**config.mk**
```make
export PLATFORM = sky130hd
export DESIGN_NAME = sd_cmd_top
export DESIGN_NICKNAME = d
export VERILOG_FILES = /design/src/logic/sd_cmd_pkg.sv /design/src/logic/sd_clk_divider.sv /design/src/logic/sd_crc7.sv /design/src/logic/sd_cmd_sender.sv /design/src/logic/sd_resp_receiver.sv /design/src/logic/sd_cmd_top.sv
export SDC_FILE = /design/constraint.sdc
export NUM_CORES = 1
export LEC_CHECK = 0
export BUFFER_PORTS_ARGS = -buffer_cell sky130_fd_sc_hd__buf_2
export CAP_MARGIN = 20
export CORE_UTILIZATION = 35
export DETAILED_ROUTE_END_ITERATION = 10
export SLEW_MARGIN = 0
export SYNTH_ARGS = -nofsm -noshare
export SYNTH_HDL_FRONTEND = slang
export SYNTH_SLANG_ARGS = --single-unit
```
**constraint.sdc**
```tcl
create_clock -name clk_fast -period 5.5 [get_ports clk_fast]
set_clock_uncertainty 0.15 [all_clocks]
set_input_delay 1.1 -clock clk_fast [delete_from_list [all_inputs] [get_ports clk_fast]]
set_output_delay 1.1 -clock clk_fast [all_outputs]
set_load 0.005 [all_outputs]
```
**src/logic/sd_cmd_pkg.sv**
```systemverilog
`default_nettype none

package sd_cmd_pkg;

    // ======================================================================
    // Frame geometry
    // ======================================================================
    localparam int FRAME_BITS   = 48;
    // Start, direction, index and argument are covered by the CRC
    localparam int PAYLOAD_BITS = 40;
    localparam int CRC_BITS     = 7;
    localparam int INDEX_BITS   = 6;
    localparam int ARG_BITS     = 32;

    // Fixed bit values on the CMD line
    localparam logic START_BIT = 1'b0;
    localparam logic DIR_HOST  = 1'b1;
    localparam logic END_BIT   = 1'b1;

    // x^7 + x^3 + 1, top term implied
    localparam logic [CRC_BITS-1:0] CRC7_POLY = 7'h09;

    // ======================================================================
    // Frame layout, first bit on the line at the top
    // ======================================================================
    typedef struct packed {
        logic                  start_bit;
        logic                  dir_bit;
        logic [INDEX_BITS-1:0] index;
        logic [ARG_BITS-1:0]   arg;
        logic [CRC_BITS-1:0]   crc;
        logic                  end_bit;
    } sd_frame_fields_t;

    // Shift register view and field view of the same word
    typedef union packed {
        logic [FRAME_BITS-1:0] raw;
        sd_frame_fields_t      fields;
    } sd_frame_u;

endpackage

`default_nettype wire

```
**src/logic/sd_clk_divider.sv**
```systemverilog
`timescale 1ns/10ps
`default_nettype none

module sd_clk_divider #(
    parameter int CLK_DIV = 4
) (
    input  wire  clk_fast,
    input  wire  init_resetPulse,
    output logic sd_clk,
    output logic fall_tick,
    output logic rise_tick
);

    localparam int CNT_W = (CLK_DIV > 1) ? $clog2(CLK_DIV) : 1;

    logic [CNT_W-1:0] div_cnt;
    logic             half_done;

    // Last cycle of a half period
    assign half_done = (div_cnt == CNT_W'(CLK_DIV - 1));

    always_ff @(posedge clk_fast) begin
        if (init_resetPulse) begin
            div_cnt   <= '0;
            sd_clk    <= 1'b0;
            fall_tick <= 1'b0;
            rise_tick <= 1'b0;
        end else begin
            fall_tick <= 1'b0;
            rise_tick <= 1'b0;
            if (half_done) begin
                div_cnt <= '0;
                sd_clk  <= ~sd_clk;
                // Ticks line up with the new sd_clk level
                fall_tick <= sd_clk;
                rise_tick <= ~sd_clk;
            end else begin
                div_cnt <= div_cnt + 1'b1;
            end
        end
    end

endmodule

`default_nettype wire

```
**src/logic/sd_crc7.sv**
```systemverilog
`timescale 1ns/10ps
`default_nettype none

module sd_crc7
    import sd_cmd_pkg::*;
(
    input  wire                 clk_fast,
    input  wire                 init_resetPulse,
    input  wire                 crc_clear,
    input  wire                 crc_shift,
    input  wire                 crc_bit,
    output logic [CRC_BITS-1:0] crc
);

    logic feedback;

    // Feeding crc[6] back in makes feedback zero, so the register just shifts out
    assign feedback = crc_bit ^ crc[CRC_BITS-1];

    always_ff @(posedge clk_fast) begin
        if (init_resetPulse) begin
            crc <= '0;
        end else if (crc_clear) begin
            crc <= '0;
        end else if (crc_shift) begin
            crc <= {crc[CRC_BITS-2:0], 1'b0} ^ (feedback ? CRC7_POLY : '0);
        end
    end

endmodule

`default_nettype wire

```
**src/logic/sd_cmd_sender.sv**
```systemverilog
`timescale 1ns/10ps
`default_nettype none

module sd_cmd_sender
    import sd_cmd_pkg::*;
(
    input  wire                  clk_fast,
    input  wire                  init_resetPulse,
    input  wire                  fall_tick,
    input  wire                  cmd_start,
    input  wire [INDEX_BITS-1:0] cmd_index,
    input  wire [ARG_BITS-1:0]   cmd_arg,
    output logic                 cmd_out,
    output logic                 cmd_oe,
    output logic                 cmd_done,
    output logic                 send_busy
);

    localparam int CNT_W = $clog2(FRAME_BITS + 1);

    localparam logic [1:0] S_IDLE = 2'd0;
    localparam logic [1:0] S_SEND = 2'd1;
    localparam logic [1:0] S_DONE = 2'd2;

    logic [1:0]          state;
    logic [CNT_W-1:0]    bit_cnt;
    sd_frame_u           frame;
    logic                accept;
    logic                drive;
    logic                in_crc;
    logic                tx_bit;
    logic [CRC_BITS-1:0] crc;

    // ======================================================================
    // Bit selection
    // ======================================================================
    assign accept = (state == S_IDLE) && cmd_start;
    // bit_cnt holds the number of bits already on the line
    assign drive  = (state == S_SEND) && fall_tick && (bit_cnt != CNT_W'(FRAME_BITS));
    assign in_crc = (bit_cnt >= CNT_W'(PAYLOAD_BITS)) &&
                    (bit_cnt < CNT_W'(PAYLOAD_BITS + CRC_BITS));
    assign tx_bit = in_crc ? crc[CRC_BITS-1] : frame.raw[FRAME_BITS-1];

    assign send_busy = (state != S_IDLE);
    assign cmd_done  = (state == S_DONE);

    sd_crc7 u_crc7 (
        .clk_fast        (clk_fast),
        .init_resetPulse (init_resetPulse),
        .crc_clear       (accept),
        .crc_shift       (drive && (bit_cnt < CNT_W'(PAYLOAD_BITS + CRC_BITS))),
        .crc_bit         (tx_bit),
        .crc             (crc)
    );

    // ======================================================================
    // Control
    // ======================================================================
    always_ff @(posedge clk_fast) begin
        if (init_resetPulse) begin
            state   <= S_IDLE;
            bit_cnt <= '0;
            cmd_oe  <= 1'b0;
            cmd_out <= 1'b1;
        end else begin
            case (state)
                S_IDLE: begin
                    if (cmd_start) begin
                        bit_cnt <= '0;
                        state   <= S_SEND;
                    end
                end
                S_SEND: begin
                    if (drive) begin
                        cmd_oe  <= 1'b1;
                        cmd_out <= tx_bit;
                        bit_cnt <= bit_cnt + 1'b1;
                    end else if (fall_tick) begin
                        // End bit has had its full period, release the line
                        cmd_oe  <= 1'b0;
                        cmd_out <= 1'b1;
                        state   <= S_DONE;
                    end
                end
                default: begin
                    state <= S_IDLE;
                end
            endcase
        end
    end

    // Frame shift register, the CRC field is left zero and taken from u_crc7
    always_ff @(posedge clk_fast) begin
        if (accept) begin
            frame.fields.start_bit <= START_BIT;
            frame.fields.dir_bit   <= DIR_HOST;
            frame.fields.index     <= cmd_index;
            frame.fields.arg       <= cmd_arg;
            frame.fields.crc       <= '0;
            frame.fields.end_bit   <= END_BIT;
        end else if (drive) begin
            frame.raw <= {frame.raw[FRAME_BITS-2:0], 1'b0};
        end
    end

endmodule

`default_nettype wire

```
**src/logic/sd_resp_receiver.sv**
```systemverilog
`timescale 1ns/10ps
`default_nettype none

module sd_resp_receiver
    import sd_cmd_pkg::*;
#(
    parameter int NCR_MAX_BITS = 64
) (
    input  wire                   clk_fast,
    input  wire                   init_resetPulse,
    input  wire                   rise_tick,
    input  wire                   cmd_done,
    input  wire                   resp_expected,
    input  wire                   cmd_in,
    output logic                  resp_done,
    output logic                  resp_timeout,
    output logic                  resp_crc_err,
    output logic [INDEX_BITS-1:0] resp_index,
    output logic [ARG_BITS-1:0]   resp_status,
    output logic                  recv_busy
);

    localparam int CNT_W  = $clog2(FRAME_BITS + 1);
    localparam int WAIT_W = (NCR_MAX_BITS > 1) ? $clog2(NCR_MAX_BITS) : 1;

    localparam logic [2:0] R_IDLE = 3'd0;
    localparam logic [2:0] R_WAIT = 3'd1;
    localparam logic [2:0] R_RECV = 3'd2;
    localparam logic [2:0] R_DONE = 3'd3;
    localparam logic [2:0] R_TOUT = 3'd4;

    logic [2:0]          state;
    logic [CNT_W-1:0]    bit_cnt;
    logic [WAIT_W-1:0]   wait_cnt;
    sd_frame_u           frame;
    logic                arm;
    logic                start_seen;
    logic                sample;
    logic [CRC_BITS-1:0] crc;

    // ======================================================================
    // Sampling
    // ======================================================================
    assign arm        = (state == R_IDLE) && cmd_done && resp_expected;
    assign start_seen = (state == R_WAIT) && rise_tick && (cmd_in == START_BIT);
    assign sample     = start_seen || ((state == R_RECV) && rise_tick);

    sd_crc7 u_crc7 (
        .clk_fast        (clk_fast),
        .init_resetPulse (init_resetPulse),
        .crc_clear       (arm),
        .crc_shift       (sample && (bit_cnt < CNT_W'(PAYLOAD_BITS))),
        .crc_bit         (cmd_in),
        .crc             (crc)
    );

    // Result fields are read straight out of the frame
    assign resp_index   = frame.fields.index;
    assign resp_status  = frame.fields.arg;
    assign resp_done    = (state == R_DONE);
    assign resp_timeout = (state == R_TOUT);
    assign recv_busy    = (state != R_IDLE);
    assign resp_crc_err = resp_done &&
                          ((frame.fields.crc != crc) || (frame.fields.end_bit != END_BIT));

    // ======================================================================
    // Control
    // ======================================================================
    always_ff @(posedge clk_fast) begin
        if (init_resetPulse) begin
            state    <= R_IDLE;
            bit_cnt  <= '0;
            wait_cnt <= '0;
        end else begin
            case (state)
                R_IDLE: begin
                    if (arm) begin
                        bit_cnt  <= '0;
                        wait_cnt <= '0;
                        state    <= R_WAIT;
                    end
                end
                R_WAIT: begin
                    if (start_seen) begin
                        bit_cnt <= CNT_W'(1);
                        state   <= R_RECV;
                    end else if (rise_tick) begin
                        // Ncr window used up
                        if (wait_cnt == WAIT_W'(NCR_MAX_BITS - 1)) begin
                            state <= R_TOUT;
                        end else begin
                            wait_cnt <= wait_cnt + 1'b1;
                        end
                    end
                end
                R_RECV: begin
                    if (rise_tick) begin
                        bit_cnt <= bit_cnt + 1'b1;
                        if (bit_cnt == CNT_W'(FRAME_BITS - 1)) begin
                            state <= R_DONE;
                        end
                    end
                end
                default: begin
                    // R_DONE and R_TOUT last one cycle
                    state <= R_IDLE;
                end
            endcase
        end
    end

    always_ff @(posedge clk_fast) begin
        if (sample) begin
            frame.raw <= {frame.raw[FRAME_BITS-2:0], cmd_in};
        end
    end

endmodule

`default_nettype wire

```
**src/logic/sd_cmd_top.sv**
```systemverilog
`timescale 1ns/10ps
`default_nettype none

module sd_cmd_top
    import sd_cmd_pkg::*;
#(
    parameter int CLK_DIV      = 4,
    parameter int NCR_MAX_BITS = 64
) (
    input  wire                  clk_fast,
    input  wire                  init_resetPulse,
    input  wire                  cmd_start,
    input  wire [INDEX_BITS-1:0] cmd_index,
    input  wire [ARG_BITS-1:0]   cmd_arg,
    input  wire                  resp_expected,
    input  wire                  cmd_in,
    output wire                  sd_clk,
    output wire                  cmd_out,
    output wire                  cmd_oe,
    output wire                  cmd_done,
    output wire                  cmd_busy,
    output wire                  resp_done,
    output wire                  resp_timeout,
    output wire                  resp_crc_err,
    output wire [INDEX_BITS-1:0] resp_index,
    output wire [ARG_BITS-1:0]   resp_status
);

    wire fall_tick;
    wire rise_tick;
    wire send_busy;
    wire recv_busy;

    // Receiver takes over busy in the cycle after cmd_done
    assign cmd_busy = send_busy | recv_busy;

    sd_clk_divider #(
        .CLK_DIV (CLK_DIV)
    ) u_clk_divider (
        .clk_fast        (clk_fast),
        .init_resetPulse (init_resetPulse),
        .sd_clk          (sd_clk),
        .fall_tick       (fall_tick),
        .rise_tick       (rise_tick)
    );

    sd_cmd_sender u_sender (
        .clk_fast        (clk_fast),
        .init_resetPulse (init_resetPulse),
        .fall_tick       (fall_tick),
        .cmd_start       (cmd_start),
        .cmd_index       (cmd_index),
        .cmd_arg         (cmd_arg),
        .cmd_out         (cmd_out),
        .cmd_oe          (cmd_oe),
        .cmd_done        (cmd_done),
        .send_busy       (send_busy)
    );

    sd_resp_receiver #(
        .NCR_MAX_BITS (NCR_MAX_BITS)
    ) u_receiver (
        .clk_fast        (clk_fast),
        .init_resetPulse (init_resetPulse),
        .rise_tick       (rise_tick),
        .cmd_done        (cmd_done),
        .resp_expected   (resp_expected),
        .cmd_in          (cmd_in),
        .resp_done       (resp_done),
        .resp_timeout    (resp_timeout),
        .resp_crc_err    (resp_crc_err),
        .resp_index      (resp_index),
        .resp_status     (resp_status),
        .recv_busy       (recv_busy)
    );

endmodule

`default_nettype wire

```
# --- Word level (Yosys, flattened, before mapping) ---
# Index checks and enable logic that the tools add are counted.
classes:
  n_lt_le_gt_ge: 3
  n_reduce_logical: 33
  n_mux: 31
  bitwise: 9
  addsub: 4
  eq_ne: 24
op_table:
  columns: ["cell", "n"]
  rows:
  - ["$mux W46", 2]
  - ["$mux W6", 8]
  - ["$pmux W6 S2", 2]
  - ["$add A6 B1 Y6 const B", 3]
  - ["$mux W3", 6]
  - ["$pmux W6 S3", 1]
  - ["$ne A2 B2 Y1 const B", 8]
  - ["$xor A7 B4 Y7", 2]
  - ["$eq A6 B6 Y1 const B", 2]
  - ["$logic_and A1 B1 Y1", 12]
  - ["$lt A6 B6 Y1 const B", 2]
  - ["$reduce_and A5 Y1", 2]
  - ["$reduce_bool A2 Y1", 5]
  - ["$pmux W3 S3", 1]
  - ["$mux W4", 2]
  - ["$reduce_or A2 Y1", 4]
  - ["$ne A7 B7 Y1", 1]
  - ["$eq A3 B2 Y1 const B", 2]
  - ["$ge A6 B6 Y1 const B", 1]
  - ["$mux W2", 3]
  - ["$ne A2 B1 Y1 const B", 3]
  - ["$ne A3 B2 Y1 const B", 2]
  - ["$ne A6 B6 Y1 const B", 1]
  - ["$reduce_and A3 Y1", 2]
  - ["16 further kinds", 27]
totals:
  register_bits: 138
  out_inout_bits: 46

# --- Depth between registers and ports, before layout ---
# Gate-level depths: netlist of the first run.
logic_depth:
  depth_word: 6
  ltp_mapped: 8
  depth_no_buf: 6

# --- Cells and area by module ---
# A second synthesis of the first run with hierarchy kept.
unflattened:
  cells_unflattened: 489
  area_unflattened_um2: 5889.4
by_module_without_submodules:
  columns: ["module", "area_each_um2", "seq_area_each_um2", "instances", "cells_each"]
  rows:
  - ["sd_resp_receiver", 2723.9, 1681.6, 1, 223]
  - ["sd_cmd_sender", 2451.1, 1541.5, 1, 197]
  - ["sd_crc7", 276.5, 140.1, 2, 28]
  - ["sd_clk_divider", 155.1, 100.1, 1, 12]
  - ["sd_cmd_top", 6.3, 0.0, 1, 1]

# --- Worst setup path after synthesis of the first run ---
# No wires, ideal clock.
synth_timing:
  path_type: "input to register"
  start: "input cmd_in"
  end: "register u_receiver.frame[0] (netlist name) (enable)"
  n_path_buf: 0
  t_arrival_ns: 4.575
  setup_slack_ns: 0.268
  stages: 3
  cell_sequence: "nor3b_1 -> nor2_1 -> nor3_1"
synth_via:
  elab_chain_len: 3
synth_lines:
  columns: ["element", "line_no", "text"]
  rows:
  - ["start: declaration", "sd_cmd_top.sv:16", "input wire cmd_in,"]
  - ["$not A1 Y1", "sd_resp_receiver.sv:45", "assign start_seen = (state == R_WAIT) && rise_tick && (cmd_in == START_BIT);"]
  - ["$logic_and A1 B1 Y1", "sd_resp_receiver.sv:45", null]
  - ["$logic_or A1 B1 Y1", "sd_resp_receiver.sv:46", "assign sample = start_seen || ((state == R_RECV) && rise_tick);"]
  - ["net u_receiver.sample", "sd_resp_receiver.sv:38", "logic sample;"]
  - ["end: declaration", "sd_resp_receiver.sv:35", "sd_frame_u frame;"]
# The timed path passes the listed nets, and every way through them passes these cells.
# A chain may end at the register's enable or synchronous reset.

# --- Final worst setup path of the first run ---
layout_timing:
  start: "register u_receiver.state[2]"
  end: "output resp_crc_err"
layout_via:
  elab_chain_len: 2
layout_lines:
  columns: ["element", "line_no", "text"]
  rows:
  - ["start: declaration", "sd_resp_receiver.sv:32", "logic [2:0] state;"]
  - ["start signal: assignment", "sd_resp_receiver.sv:71", "state <= R_IDLE;"]
  - ["start signal: assignment", "sd_resp_receiver.sv:80", "state <= R_WAIT;"]
  - ["start signal: assignment", "sd_resp_receiver.sv:86", "state <= R_RECV;"]
  - ["$eq A3 B2 Y1", "sd_resp_receiver.sv:60", "assign resp_done = (state == R_DONE);"]
  - ["$logic_and A1 B1 Y1", "sd_resp_receiver.sv:63", "assign resp_crc_err = resp_done &&"]
  - ["end: declaration", "sd_cmd_top.sv:24", "output wire resp_crc_err,"]
# No other way between the ends.

==> reports/metrics.yaml, run 1 <==
max-cap-violations: 0
cts_num_sinks: 138
avgSynthCellArea_um2: 12.6
hold_path_class: "reg -> reg"
cp-start-kind: "flop"
tns_ns: 0
rows: 46
place_congestion: 0.758
dieWidth_um: 130
worstPathArrival_ns: 1.65
root_buffer: "clkbuf_16"
setup_violations: 0
final_common_cell: "buf_2"
coreArea_um2: 15900
drc: 0
grt_pass1_wl_um: 16800
status: "complete, no violations"
synth.cell_area_um2: 5740
fmax_mhz: 344
crit_fanout: 15
p_sw_share_pct: 20.4
final.fill_count: 1506
report.final.hold_viol_count: 0
syn_nets: 504
p_leak_uw: 0.00255
cts_buffer_depth: 2
cts_buffers: 17
async_flop_share_pct: 0
synth_edf_count: 84
die-area_um2: 16900
fin_area_um2: 6730
clk_pin_slew_worst_paths_ns: 0.06
synth-simple-area-share_pct: 10.5
drive_gt1_share_pct: 27.7
ys_seq_area_share_pct: 62.8
report.power.total_uw: 2400
antenna_cells: 0
grt_usage_pct: 13.1
yosysUniqueCellTypes: 58
worst_slew_pin_slew_ns: 1.00
p_seq_share_pct: 47.1
grt_max_degree: 52
whs_ns: 0.279
nNetsFinal: 554
die_h_um: 130
postRouteAntennaNets: 0
cts_resized: 0
grt-ovfl-total: 0
cts_hold_buf: 0
insertion_delay_ns: 0.43
relSlewSlack_pct: 32.8
vias: 3601
synthMuxAreaShare_pct: 2.46
worstSetupPathType: "reg -> out"
endpoint_kind: "primary output"
p_int_uw: 1910
synth_top_family_by_area: "compound AO/OA/AOI/OAI gates"
max-vdd-ir-drop_mv: 0.272
ios: 89
viasPerCell: 4.90
port_buffers: 88
p_sw_uw: 489
synth_xor_area_share_pct: 2.29
drt-total-wl_um: 10600
grt_antenna_before_repair: 0
yosys_most_used_dff: "edfxtp_1"
drtIter0Drc: 223
cellPowerDensity_nw_per_um2: 356
synth_top_area_cell: "edfxtp_1"
wl_per_cell_um: 14.5
grt_pass1_vias: 3362
postCtsSetupRepairBufs: 0
synth_top_cell_area_share_pct: 43.9
placed_cell_area_um2: 6100
min_period_ns: 2.90
combPwrFrac_pct: 2.8
synthToLayoutAreaGrowth_pct: 17.1
synth_compound_area_share_pct: 12.5
worstPathRequired_ns: 4.25
drv_slew: 0
layout_common_cells: "buf_2 (88), edfxtp_1 (84), dfxtp_1 (54)"
ys_seq_elements: 138
synthCells: 456
start_util_pct: 36.0
cts_tree: "done"
synth_adder_area_share_pct: 1.09
drt_pass1_iterations: 4
hpwl_um: 6850
period_share_pct: 52.8
synthTopCellsByArea: "edfxtp_1 (44%), dfxtp_1 (19%), a22o_1 (5.8%)"
ys_warn_count: 0
clkPwrFrac_pct: 50.1
htree_levels: 4
grt_setup_unrepaired: "false"
## worst paths after layout
path / depth (start not counted) / slack [ns] / end / startpoint
min: 1 / 0.28 / u_clk_divider.div_cnt[0] / u_clk_divider.div_cnt[0]
min reg2reg: 1 / 0.28 / u_clk_divider.div_cnt[0] / u_clk_divider.div_cnt[0]
max: 4 / 2.60 / resp_crc_err / u_receiver.state[2]
max reg2reg: 7 / 2.93 / u_sender.bit_cnt[2] / u_sender.bit_cnt[0]
## power by group through the flow
| stage | Sequential, uW | Clock [uW] | Combinational [uW] |
|---|---|---|---|
| 2_1_floorplan | 1150 | 0 | 44.5 |
| 3_3_place_gp | 1150 | 0 | 66.4 |
| 3_5_place_dp | 1150 | 0 | 68.6 |
| 4_1_cts | 1130 | 1220 | 68.9 |
| 5_1_grt | 1130 | 1270 | 75.2 |
| 6_report | 1130 | 1200 | 67.7 |
## cell type report
class / instances / area (um2) / share of cell area [%]
clock buffers: 18 / 429 / 6.38
repair buffers: 92 / 490 / 7.29
multi-input cells: 242 / 1680 / 25.0
flip-flops and latches: 138 / 3600 / 53.6
inverters: 15 / 56.3 / 0.837
well taps: 216 / 270 / 4.02
clock inverters: 14 / 195 / 2.90
## per-stage QoR
stage | worst slack (ns) | utilization (%) | std cells
finish | 2.60 | 42.2 | 735
global route | 2.49 | 42.2 | 735
CTS | 2.57 | 42.2 | 735
detailed placement | 2.73 | 38.3 | 703
global placement | 2.76 | 38.1 | 702
floorplan | 0.268 | - | 456
## cell families (layout without fill, tap and decap cells)
family / Yosys count / after routing
DFF: 138 / 138
and+or+nand+nor: 115 / 115
AOI/OAI and AO/OA: 93 / 93
buffers and inverters: 76 / 139
xor gates and xnor gates: 15 / 15
muxes: 14 / 14
adders and majority gates: 5 / 5
## worst max-delay path: stages, from the launching register on
cell and delay, ns:
dfxtp_1 0.62, inv_1 0.16, and3_2 0.23, o21a_1 0.11, buf_2 0.12
## synth_stat cells (all sizes together), types with 2 or more instances
master / count
edfxtp: 84
dfxtp: 54
buf: 50
a22o: 38
nand2: 33
nor2: 29
a21oi: 20
inv: 15
mux2i: 13
clkbuf: 11
nand3: 11
xnor2: 11
o21ai: 8
nor3: 6
ha: 5
nor3b: 5
or3: 5
a31o: 4
and3: 4
xor2: 4
a31oi: 3
and4bb: 3
nand4: 3
o2111ai: 3
o311ai: 3
or2: 3
a2111oi: 2
a221oi: 2
and3b: 2
nand4b: 2
o21a: 2
o221ai: 2
o31ai: 2
o41ai: 2
or4: 2
## sequential cells by signal, indices dropped and copies added (netlist names), 2 cells and up
name	flops
u_receiver.u_crc7.crc	7
u_sender.u_crc7.crc	7
u_receiver.state	3
u_sender.state	2
u_receiver.bit_cnt	6
u_receiver.wait_cnt	6
u_receiver.frame	46
u_clk_divider.div_cnt	2
u_sender.frame	48
u_sender.bit_cnt	6
## routing by layer
metal / share of wire (%) / GRT usage, % / wire length (um)
met5: 0 / 0 / 0
met4: 1.1 / 5.06 / 116
met3: 5.7 / 5.17 / 603
met2: 46 / 20.1 / 4860
met1: 47 / 16.7 / 5050
(Power assumes the default switching activity.)
==> run 2, diff against run 1 <==
==> constraint.sdc (replaced) <==
create_clock -name clk_fast -period 2.85 [get_ports clk_fast]
set_clock_uncertainty 0.15 [all_clocks]
set_input_delay 0.57 -clock clk_fast [delete_from_list [all_inputs] [get_ports clk_fast]]
set_output_delay 0.57 -clock clk_fast [all_outputs]
set_load 0.005 [all_outputs]
==> run 2 against run 1 <==
Net effect: hold slack lost 0.0030 ns; core utilization shrank 0.12 points; cell count grew 0.14%; clock power grew 81%; first-iteration DRC count shrank 21%; cell area shrank 0.28%; die area is the same; wire length shrank 1.8%; sequential cell count is the same; global-route usage grew 0.051 points; via count is essentially flat; critical path type unchanged; largest cell class unchanged; largest power group is now sequential cells.
==> reports/metrics.yaml, run 2 (synthesis results as in run 1) <==
cts_resized: 0
port_buffers: 88
root_buffer: "clkbuf_16"
vias: 3604
p_leak_uw: 0.00255
synthToLayoutAreaGrowth_pct: 16.8
final_common_cell: "buf_2"
max-vdd-ir-drop_mv: 0.454
cts_tree: "done"
setup.worst_path.start: "u_receiver.state[2]"
start_util_pct: 36.0
hp-start: "cmd_in"
insertion_delay_ns: 0.41
drt-total-wl_um: 10400
die-area_um2: 16900
grt_max_degree: 50
postRouteAntennaNets: 0
clk_pin_slew_worst_paths_ns: 0.06
period_share_pct: 84.6
whs_ns: 0.276
drt_pass1_iterations: 4
grt_pass1_vias: 3474
htree_levels: 4
multiInputGateArea_um2: 1690
worst_slew_pin_slew_ns: 0.534
drv_slew: 0
fmax_mhz: 415
report.final.hold_viol_count: 0
final.fill_count: 1484
cts_hold_buf: 0
grt_pass1_wl_um: 17000
endpoint_kind: "primary output"
tns_ns: 0
worstSetupPathType: "reg -> out"
setup_violations: 0
hpwl_um: 6850
cp-start-kind: "flop"
hold_path_class: "in -> reg"
status: "complete, no violations"
crit_chain: "inv_1 -> and3_2 -> o21a_1 -> buf_2"
postCtsSetupRepairBufs: 0
viasPerCell: 4.90
regArea_um2: 3600
relSlewSlack_pct: 63.5
place_congestion: 0.716
grt_setup_unrepaired: "false"
grt_antenna_before_repair: 0
crit_slowest_cell: "dfxtp_1"
cts_buffer_depth: 2
coreArea_um2: 15900
grt-ovfl-total: 0
worstPathArrival_ns: 1.69
cts_num_sinks: 138
largest_reg_flops: 48
min_period_ns: 2.41
worstPathRequired_ns: 2.13
rows: 46
largest-register: "u_sender.frame"
dieWidth_um: 130
drtIter0Drc: 176
crit_fanout: 15
drc: 0
max-cap-violations: 0
nNetsFinal: 555
cellPowerDensity_nw_per_um2: 668
drive_gt1_share_pct: 28.1
ios: 89
largestRegisters: "u_sender.frame: 48 flops, u_receiver.frame: 46 flops"
report.power.total_uw: 4480
layout_common_cells: "buf_2 (88), edfxtp_1 (84), dfxtp_1 (54)"
r2r-start: "u_sender.state[0]"
die_h_um: 130
antenna_cells: 0
slowest_delay_ns: 0.64
postLayoutCoreUtil_pct: 42.1
grt_usage_pct: 13.2
cts_buffers: 17
wl_per_cell_um: 14.2
## run 2: cell type report
cell class | count | area share (%)
inverter | 15 | 0.839
multi-input combinational | 242 | 25.2
clock inverter | 11 | 1.59
clock buffer | 21 | 7.35
sequential | 138 | 53.7
timing repair buffer | 93 | 7.31
tap | 216 | 4.03
## run 2: power breakdown
group / total, uW / internal (uW) / switching [uW] / leakage (uW)
Combinational: 131 / 58.1 / 72.6 / 0.00104
Sequential: 2180 / 2160 / 19.8 / 0.00122
Clock: 2170 / 1340 / 836 / 0.000291
## run 2: metal layers
metal / GRT usage [%] / share of wire [%] / wire length [um] / vias up
met5: 0 / 0 / 0 / -
met4: 5.75 / 1.5 / 152 / 0
met3: 4.14 / 5.0 / 518 / 14
met2: 20.9 / 46 / 4850 / 94
met1: 16.6 / 47 / 4920 / 1734
li1: - / - / - / 1762
## run 2: worst max-delay path: cells and delay by family, from the launching register on
family / cells / cell delay, ns
flip-flops: 1 / 0.64
buffers and inverters: 2 / 0.29
AND/OR/NAND/NOR: 1 / 0.24
AO/OA/AOI/OAI: 1 / 0.11
## run 2: stage by stage
step	cell area (um2)	worst slack, ns	cells
after detailed placement	6110	0.664	704
final	6710	0.439	736
after CTS	6710	0.428	736
after global placement	6110	0.675	704
after floorplan	5750	0.226	456
after global routing	6710	0.338	736
## run 2: worst paths after layout
| path | to | slack (ns) | cells after the start |
|---|---|---|---|
| max | resp_crc_err | 0.44 | 4 |
| min | u_receiver.frame[0] | 0.28 | 1 |
| max reg2reg | u_sender.frame[31] | 0.65 | 5 |
| min reg2reg | u_clk_divider.div_cnt[0] | 0.29 | 1 |
